==> src/rtl/ctx_cnt_pkg.sv <==
`default_nettype none

// shared constants for the per-context usage counter
// nothing in here depends on a module parameter, so the package stays
// free of types and only carries plain values
package ctx_cnt_pkg;

   // the operation select is a one-hot word with bit 0 on the left,
   // the same ordering the arbiter uses for its priority
   localparam int op_w = 3;

   // bit positions inside the one-hot select
   // these are indices into the select, never values to compare against
   localparam int op_inc = 0;
   localparam int op_rst = 1;
   localparam int op_dec = 2;

   // the arbiter priority follows the index order above, so increment
   // beats reset and reset beats decrement

   // default context id width, giving a table of 16 contexts
   localparam int def_id_width = 4;

   // default counter width in bits
   localparam int def_cnt_width = 8;

   // a counter saturates at the limit input, which is at most
   // 2**def_cnt_width - 1 with the defaults above

endpackage : ctx_cnt_pkg

`default_nettype wire

==> src/rtl/ctx_req_if.sv <==
`timescale 1ns/1ps
`default_nettype none

// one arbitrated request travelling from the arbiter to the update stage
// a transfer happens on a cycle where valid and ready are both high
interface ctx_req_if #(
   parameter int id_width = ctx_cnt_pkg::def_id_width
);
   import ctx_cnt_pkg::*;

   // the arbiter holds valid until ready is seen
   logic                valid;
   logic                ready;

   // one-hot operation select, indexed by op_inc, op_rst and op_dec
   logic [0:op_w-1]     sel;

   // context id the operation works on
   logic [0:id_width-1] id;

   // only ever set together with the increment bit of sel
   logic                frc_oflw;

   // the arbiter side drives the request and watches ready
   modport src (output valid, output sel, output id, output frc_oflw, input ready);

   // the update stage takes the request and drives ready
   modport dst (input valid, input sel, input id, input frc_oflw, output ready);

endinterface : ctx_req_if

`default_nettype wire

==> src/rtl/ctx_req_arb.sv <==
`timescale 1ns/1ps
`default_nettype none

// front end of the counter pipeline
// increment and reset requests are caught in one-entry latches, repeated
// resets are filtered against a first-use table, and a fixed priority
// picks one request per transaction with a dead cycle after each transfer
module ctx_req_arb #(
   parameter int id_width = ctx_cnt_pkg::def_id_width
) (
   input  wire                clk,
   input  wire                i_rst_n,

   input  wire                i_rst_v,
   input  wire [0:id_width-1] i_rst_id,
   output logic               o_rst_ack,

   input  wire                i_inc_v,
   input  wire [0:id_width-1] i_inc_id,
   input  wire                i_inc_frc_oflw,
   output logic               o_inc_rdy,

   input  wire                i_dec_v,
   input  wire [0:id_width-1] i_dec_id,
   output logic               o_dec_r,

   ctx_req_if.src             o_req
);
   import ctx_cnt_pkg::*;

   localparam int n_ctx = 2 ** id_width;

   // increment latch, one entry deep
   logic                inc_v_q;
   logic [0:id_width-1] inc_id_q;
   logic                inc_frc_q;

   // reset latch, one entry deep
   logic                rst_v_q;
   logic [0:id_width-1] rst_id_q;

   // one bit per context, set once the first reset of that id went through
   logic [0:n_ctx-1]    used_q;

   // high in the cycle right after a transfer
   logic                gap_q;

   logic                rst_sup;
   logic                rst_cand;
   logic [0:op_w-1]     gnt;
   logic                xfer;

   // a latched reset to an id that is already in use gets acked and dropped
   assign rst_sup  = rst_v_q & used_q[rst_id_q];
   assign rst_cand = rst_v_q & ~used_q[rst_id_q];

   // fixed priority, increment first, then reset, then decrement
   always_comb begin
      gnt = '0;
      if (inc_v_q) begin
         gnt[op_inc] = 1'b1;
      end else if (rst_cand) begin
         gnt[op_rst] = 1'b1;
      end else if (i_dec_v) begin
         gnt[op_dec] = 1'b1;
      end
   end

   // the id follows the granted source
   always_comb begin
      if (gnt[op_inc]) begin
         o_req.id = inc_id_q;
      end else if (gnt[op_rst]) begin
         o_req.id = rst_id_q;
      end else begin
         o_req.id = i_dec_id;
      end
   end

   // nothing is offered in the gap cycle, which keeps the table read of the
   // next transaction clear of the write-back of the last one
   assign o_req.valid    = (|gnt) & ~gap_q;
   assign o_req.sel      = gnt;
   assign o_req.frc_oflw = gnt[op_inc] & inc_frc_q;

   assign xfer = o_req.valid & o_req.ready;

   // a new increment may only arrive while the latch is empty
   assign o_inc_rdy = ~inc_v_q;

   // decrement has the lowest priority, so it is only ready when neither
   // latch competes and the stage can take a request this cycle
   assign o_dec_r = o_req.ready & ~gap_q & ~inc_v_q & ~rst_cand;

   // ack either on the transfer of a first reset or straight away for a repeat
   assign o_rst_ack = rst_sup | (xfer & gnt[op_rst]);

   always_ff @(posedge clk) begin
      if (!i_rst_n) begin
         inc_v_q <= 1'b0;
         rst_v_q <= 1'b0;
         used_q  <= '0;
         gap_q   <= 1'b0;
      end else begin
         gap_q <= xfer;

         // the latch empties when its increment wins, i_inc_v is illegal then
         if (i_inc_v) begin
            inc_v_q <= 1'b1;
         end else if (xfer && gnt[op_inc]) begin
            inc_v_q <= 1'b0;
         end

         // the requester waits for o_rst_ack before it sends the next reset,
         // a reset arriving on the ack cycle refills the latch
         if (o_rst_ack) begin
            rst_v_q <= 1'b0;
         end
         if (i_rst_v) begin
            rst_v_q <= 1'b1;
         end

         // first use is recorded when the reset actually goes to the table
         if (xfer && gnt[op_rst]) begin
            used_q[rst_id_q] <= 1'b1;
         end
      end
   end

   // latch payloads, only meaningful while the matching valid is set
   always_ff @(posedge clk) begin
      if (i_inc_v) begin
         inc_id_q  <= i_inc_id;
         inc_frc_q <= i_inc_frc_oflw;
      end
      if (i_rst_v) begin
         rst_id_q <= i_rst_id;
      end
   end

endmodule : ctx_req_arb

`default_nettype wire

==> src/rtl/ctx_cnt_stage.sv <==
`timescale 1ns/1ps
`default_nettype none

// read-modify-write stage of the counter pipeline
// the table is read on the transfer edge, and one cycle later the new value
// is written back unless the operation overflows or underflows
module ctx_cnt_stage #(
   parameter int id_width  = ctx_cnt_pkg::def_id_width,
   parameter int cnt_width = ctx_cnt_pkg::def_cnt_width
) (
   input  wire                 clk,
   input  wire                 i_rst_n,

   ctx_req_if.dst              i_req,

   input  wire [0:cnt_width-1] i_maxv,

   input  wire                 i_inc_r,
   output logic                o_inc_v,
   output logic                o_inc_err,

   output logic                o_we,
   output logic [0:id_width-1] o_wa,
   output logic [0:cnt_width-1] o_wd
);
   import ctx_cnt_pkg::*;

   localparam int n_ctx = 2 ** id_width;
   localparam logic [0:cnt_width-1] cnt_one = cnt_width'(1);

   // the counter table itself
   logic [0:cnt_width-1] mem_q [0:n_ctx-1];

   // item held in the stage
   logic                 hold_v_q;
   logic                 first_q;
   logic [0:op_w-1]      sel_q;
   logic [0:id_width-1]  id_q;
   logic                 frc_q;
   logic [0:cnt_width-1] cnt_q;

   logic                 xfer;
   logic                 oflw;
   logic                 uflw;
   logic                 wb_sup;
   logic [0:cnt_width-1] wd;

   // only an increment waits on its consumer, resets and decrements
   // leave after a single cycle
   assign i_req.ready = ~hold_v_q | ~sel_q[op_inc] | i_inc_r;

   assign xfer = i_req.valid & i_req.ready;

   always_ff @(posedge clk) begin
      if (!i_rst_n) begin
         hold_v_q <= 1'b0;
         first_q  <= 1'b0;
      end else begin
         // when ready is high the held item leaves and a new one may come in
         if (i_req.ready) begin
            hold_v_q <= i_req.valid;
         end
         // marks the one cycle where the write-back of the held item happens
         first_q <= xfer;
      end
   end

   // request payload and the counter read, both taken on the transfer edge
   always_ff @(posedge clk) begin
      if (xfer) begin
         sel_q <= i_req.sel;
         id_q  <= i_req.id;
         frc_q <= i_req.frc_oflw;
         cnt_q <= mem_q[i_req.id];
      end
   end

   // an increment at the limit or with forced overflow does not count
   assign oflw = sel_q[op_inc] & (frc_q | (cnt_q == i_maxv));

   // a decrement of an empty counter leaves it at zero
   assign uflw = sel_q[op_dec] & (cnt_q == '0);

   assign wb_sup = oflw | uflw;

   // new value chosen by the one-hot select, reset writes zero
   always_comb begin
      if (sel_q[op_inc]) begin
         wd = cnt_q + cnt_one;
      end else if (sel_q[op_dec]) begin
         wd = cnt_q - cnt_one;
      end else begin
         wd = '0;
      end
   end

   // the gap in the arbiter keeps first_q a single-cycle pulse, so a held
   // increment is written only once however long the consumer stalls
   assign o_we = first_q & ~wb_sup;
   assign o_wa = id_q;
   assign o_wd = wd;

   always_ff @(posedge clk) begin
      if (o_we) begin
         mem_q[id_q] <= wd;
      end
   end

   // increment result stays up until the consumer takes it
   assign o_inc_v   = hold_v_q & sel_q[op_inc];
   assign o_inc_err = oflw;

endmodule : ctx_cnt_stage

`default_nettype wire

==> src/rtl/ctx_cnt_shadow.sv <==
`timescale 1ns/1ps
`default_nettype none

// host-visible copy of the counter table
// every write of the update stage lands here as well, so a host read
// never has to touch the table inside the pipeline
module ctx_cnt_shadow #(
   parameter int id_width  = ctx_cnt_pkg::def_id_width,
   parameter int cnt_width = ctx_cnt_pkg::def_cnt_width
) (
   input  wire                  clk,

   input  wire                  i_we,
   input  wire [0:id_width-1]   i_wa,
   input  wire [0:cnt_width-1]  i_wd,

   input  wire                  i_rd_v,
   input  wire [0:id_width-1]   i_rd_id,
   output logic                 o_rd_v,
   output logic [0:cnt_width-1] o_rd_d
);

   localparam int n_ctx = 2 ** id_width;

   logic [0:cnt_width-1] shd_q [0:n_ctx-1];

   // mirror write, same address and data as the real table
   always_ff @(posedge clk) begin
      if (i_we) begin
         shd_q[i_wa] <= i_wd;
      end
   end

   // read result one cycle after the request
   // a read and a write to the same id in one cycle return the old count
   always_ff @(posedge clk) begin
      if (i_rd_v) begin
         o_rd_d <= shd_q[i_rd_id];
      end
   end

   // the valid simply follows the request, it goes low on its own
   // once the host holds i_rd_v low through reset
   always_ff @(posedge clk) begin
      o_rd_v <= i_rd_v;
   end

endmodule : ctx_cnt_shadow

`default_nettype wire

==> src/rtl/ctx_cnt_top.sv <==
`timescale 1ns/1ps
`default_nettype none

// per-context usage counter
// arbiter in front, read-modify-write stage behind it, and a shadow copy
// of the table fed from the mirror write for host reads
module ctx_cnt_top #(
   parameter int id_width  = ctx_cnt_pkg::def_id_width,
   parameter int cnt_width = ctx_cnt_pkg::def_cnt_width
) (
   input  wire                  clk,
   input  wire                  i_rst_n,

   // reset request, acked once per request
   input  wire                  i_rst_v,
   input  wire [0:id_width-1]   i_rst_id,
   output wire                  o_rst_ack,

   // increment request
   input  wire                  i_inc_v,
   input  wire [0:id_width-1]   i_inc_id,
   input  wire                  i_inc_frc_oflw,
   output wire                  o_inc_rdy,

   // increment result
   input  wire                  i_inc_r,
   output wire                  o_inc_v,
   output wire                  o_inc_err,

   // decrement request
   input  wire                  i_dec_v,
   input  wire [0:id_width-1]   i_dec_id,
   output wire                  o_dec_r,

   // shared limit for every context
   input  wire [0:cnt_width-1]  i_maxv,

   // mirror of every table write
   output wire                  o_we,
   output wire [0:id_width-1]   o_wa,
   output wire [0:cnt_width-1]  o_wd,

   // host read of the shadow table
   input  wire                  i_rd_v,
   input  wire [0:id_width-1]   i_rd_id,
   output wire                  o_rd_v,
   output wire [0:cnt_width-1]  o_rd_d
);

   // request path between arbiter and update stage
   ctx_req_if #(.id_width(id_width)) req_if ();

   ctx_req_arb #(.id_width(id_width)) u_arb (
      .clk(clk), .i_rst_n(i_rst_n),
      .i_rst_v(i_rst_v), .i_rst_id(i_rst_id), .o_rst_ack(o_rst_ack),
      .i_inc_v(i_inc_v), .i_inc_id(i_inc_id), .i_inc_frc_oflw(i_inc_frc_oflw),
      .o_inc_rdy(o_inc_rdy),
      .i_dec_v(i_dec_v), .i_dec_id(i_dec_id), .o_dec_r(o_dec_r),
      .o_req(req_if.src)
   );

   ctx_cnt_stage #(.id_width(id_width), .cnt_width(cnt_width)) u_stage (
      .clk(clk), .i_rst_n(i_rst_n),
      .i_req(req_if.dst),
      .i_maxv(i_maxv),
      .i_inc_r(i_inc_r), .o_inc_v(o_inc_v), .o_inc_err(o_inc_err),
      .o_we(o_we), .o_wa(o_wa), .o_wd(o_wd)
   );

   // the shadow sees exactly the writes that leave the top
   ctx_cnt_shadow #(.id_width(id_width), .cnt_width(cnt_width)) u_shadow (
      .clk(clk),
      .i_we(o_we), .i_wa(o_wa), .i_wd(o_wd),
      .i_rd_v(i_rd_v), .i_rd_id(i_rd_id),
      .o_rd_v(o_rd_v), .o_rd_d(o_rd_d)
   );

endmodule : ctx_cnt_top

`default_nettype wire

==> config.mk <==
export PLATFORM = sky130hd
export DESIGN_NAME = ctx_cnt_top
export DESIGN_NICKNAME = d
export VERILOG_FILES = /design/src/rtl/ctx_cnt_pkg.sv /design/src/rtl/ctx_req_if.sv /design/src/rtl/ctx_req_arb.sv /design/src/rtl/ctx_cnt_stage.sv /design/src/rtl/ctx_cnt_shadow.sv /design/src/rtl/ctx_cnt_top.sv
export SDC_FILE = /design/constraint.sdc
export NUM_CORES = 1
export LEC_CHECK = 0
export ABC_AREA = 1
export BUFFER_PORTS_ARGS = -buffer_cell sky130_fd_sc_hd__buf_2
export CAP_MARGIN = 10
export CORE_MARGIN = 2
export CORE_UTILIZATION = 60
export CTS_CLUSTER_DIAMETER = 120
export DETAILED_ROUTE_END_ITERATION = 10
export PLACE_DENSITY = 0.77
export SKIP_CTS_REPAIR_TIMING = 1
export SLEW_MARGIN = 0
export SYNTH_ARGS = -nofsm -noshare
export SYNTH_HDL_FRONTEND = slang
export SYNTH_HIERARCHICAL = 1
export SYNTH_SLANG_ARGS = --single-unit
==> constraint.sdc <==
create_clock -name clk -period 3.16 [get_ports clk]
set_input_delay 0.474 -clock clk [delete_from_list [all_inputs] [get_ports clk]]
set_output_delay 0.474 -clock clk [all_outputs]
set_load 0.01 [all_outputs]
==> metrics <==
status=complete, no violations; grt ovf=0; RSZ-0062 raised after global routing=no; Synth top area share=63.31%; Hold Path Sink=u_arb/rst_id_q[1]; vias in the first global route=9019; drt first-iter violations=898; Synth Area per Inst=10.33 um^2; layout cells sized above 1=13.16%; Post-Route WL=30.54 mm; final worst path period need=2.948 ns; delay-heaviest family, CP=simple AND/OR/NAND/NOR gates; final setup vio count=0; first-pass GRT wire length=47.93 mm; Cells after Synth=1323; FMAX=339.2 MHz; maximum vdd drop=0.0005591 V; CTS root buf=clkbuf_16; # diodes=0; clock sink count=310; fin crit share=93.29%; Leak=6.413 nW; GP Congestion=0.9034; max_cap viols=0; Worst Path Max Fanout=27; Buffers & Inverters on Critical Path=2; vias=9350; Max-Slew Margin vs Limit=43.18%; most used cell, CP=nand2_1; sequential cell area fraction in the yosys report=66.53%; cell accounting for the most synthesized area=edfxtp_1; Skew-Pair Late Insertion Delay=0.56 ns; Reg clk slew, reported paths=0.06 ns; async set-reset flop share out of synthesis=0%; IO buf count=58; Worst-Margin Slew=0.8491 ns; CTS max path bufs=3; CTS tree=yes; Worst R2R Path Depth=18; Rows=55; chip width=154.9 um; Arrival @ worst endpoint=3.26 ns; top-count cell post-synth=nand2_1; max-slew violation count=0; GRT Overall Usage=25.82%; Seq cells post-synth=310; Detail Route Antenna Nets=0; initial antenna violation count=0; Final Hold Viols=0; main combinational cell family by area after synthesis=simple AND/OR/NAND/NOR gates; Post-synth top cells=326 x nand2_1, 288 x edfxtp_1, 206 x inv_1, 151 x nand3_1, 98 x nor2_1; initial core utilization=60.71%; Layout area overhead=12.44%; Yosys cell types=30; Synth Area in Compound Gates=5.193%; Die Area=23990 um^2; post-DP HPWL=19.94 mm; power density over the cells=639.6 nW/um^2; DRC violations left=0; Synth area leaders=edfxtp_1 63%, nand2_1 9.0%, inv_1 5.7%, nand3_1 5.5%, dfxtp_1 3.2%; RR Endpoint=u_stage/cnt_q[4]; simple-gate share of the synthesized area=18.82%; final hold slack=0.08536 ns; FF-to-FF setup slack=0.21 ns; Total Nets Final=1440; worst r2r src=u_arb/rst_id_q[3]; Worst setup EP type=flip-flop; Pre-Repair DR Iteration Count=5; Core ar.=22500 um^2; number of synthesized flops with an enable pin=288; CTS buffer count=31; multiplexer share of the synthesized area=0%; largest net degree at the start of global routing=78; Setup Total Neg Slack=0 ns; wire length per cell=17.82 um; Worst Hold Depth=1; Ports=59; Via density=5.455; Ys Warns=6; Synth Area in XOR/XNOR=0.5129%; Crit path required time=3.48 ns; Setup Skew=0.02338 ns; H-tree levels=1; Slowest cell on crit path=edfxtp_1; worst-path cell chain=buf_4 > nand2_1 > nand2_1 > nand2_1 > nand2_1 > nand2_1 > nand2_1 > nor2_4 > nand2_1 > nand2_2 > o22ai_1 > nor2_4 > buf_4 > a21oi_1 > o21ai_0 > nand3_1 > nand3_1 > nand2_1; Top FF cell, synth=edfxtp_1; Post-Syn Area=13660 um^2; critical path type=reg -> reg; Tightest Hold Check Type=in -> reg; Vert. Die Dim=154.9 um; crit-path max cell delay=0.51 ns; Hold Crit Start=i_rst_id[1]; syn_nets=1358; Synth Area in Adders=0.2748%; Worst setup SP type=flip-flop
[per-layer routing]
metal  up-vias  GRT usage (%)  wire length [um]
li1       4522              -                 -
met1      4362          33.77             12210
met2       387          43.70             14860
met3        79          4.011              2213
met4         0          10.49              1250
met5         -              0                 0
[state kept, by name, summed over array words and instances, names as in the netlist]
register / flops
u_arb/used_q: 16
u_stage/mem_q: 128
u_shadow/o_rd_d: 8
u_arb/rst_id_q: 4
u_arb/inc_frc_q: 1
u_stage/sel_q: 2
u_stage/o_wa: 4
u_arb/inc_id_q: 4
u_shadow/o_rd_v: 1
u_stage/first_q: 1
u_stage/cnt_q: 8
u_stage/frc_q: 1
u_stage/hold_v_q: 1
u_arb/rst_v_q: 1
u_arb/inc_v_q: 1
u_arb/gap_q: 1
u_shadow/shd_q: 128
[cell families (layout without fill, tap and decap cells)]
kind of cell	count (synthesis)	in the layout
AO/OA/AOI/OAI	123	123
buffers and inverters	273	379
flip-flops	310	310
XOR/XNOR	8	8
adder cells (fa/ha/maj)	3	3
AND/OR/NAND/NOR	606	606
[worst max path at each step]
stage                      endpoint               from  depth (start not counted)  slack, ns
6_report           u_stage/cnt_q[4]  u_arb/rst_id_q[3]                         18       0.21
5_1_grt            u_stage/cnt_q[0]  u_arb/rst_id_q[3]                         18       0.01
4_1_cts            u_stage/cnt_q[0]  u_arb/rst_id_q[3]                         18       0.17
3_5_place_dp       u_stage/cnt_q[0]  u_arb/rst_id_q[3]                         18       0.18
3_3_place_gp       u_stage/cnt_q[0]  u_arb/rst_id_q[3]                         18       0.25
2_1_floorplan  u_shadow/shd_q[0][6]   u_stage/cnt_q[7]                          8       0.13
[layout make-up]
type                       instances  area (um^2)
clock buffer                      38        802.0
inverter                         215        807.0
sequential                       310         9089
clock inverter                    19        161.4
tap                              285        356.6
timing repair buffer             107        695.7
multi-input combinational        740         3448
fill                            1656         7143
[placed cells by master, fill, tap and decap left out, types with 22 or more instances in the layout]
cell / count
a21oi_1: 36
buf_2: 58
buf_4: 46
clkbuf_16: 31
dfxtp_1: 22
edfxtp_1: 288
inv_1: 206
nand2_1: 326
nand3_1: 151
nor2_1: 96
o211ai_1: 32
o21ai_0: 41
[per-stage QoR]
step	cells	power [mW]	worst slack (ns)	cell area [um^2]	util, %
finish	1714	9.824	0.2122	15360	68.26
global route	1714	10.16	0.01063	15360	68.26
floorplan	1323	5.845	0.1298	13660	-
detailed placement	1655	6.417	0.1779	14380	63.91
CTS	1712	9.857	0.1679	15340	68.19
global placement	1655	6.384	0.2474	14380	63.91
[power by group]
| group | leakage [nW] | switching (mW) | total [mW] | internal, mW |
|---|---|---|---|---|
| clock | 0.472 | 1.45 | 3.48 | 2.03 |
| sequential | 2.82 | 0.104 | 4.96 | 4.86 |
| combinational | 3.12 | 0.989 | 1.38 | 0.389 |
[worst reg2reg max path, stage by stage, from the launching register on]
cell and delay, ns:
edfxtp_1 0.51, buf_4 0.22, nand2_1 0.07, nand2_1 0.05, nand2_1 0.05, nand2_1 0.05, nand2_1 0.05, nand2_1 0.09
nor2_4 0.13, nand2_1 0.12, nand2_2 0.15, o22ai_1 0.14, nor2_4 0.14, buf_4 0.30, a21oi_1 0.09, o21ai_0 0.09
nand3_1 0.15, nand3_1 0.22, nand2_1 0.07
(Power assumes the default switching activity.)
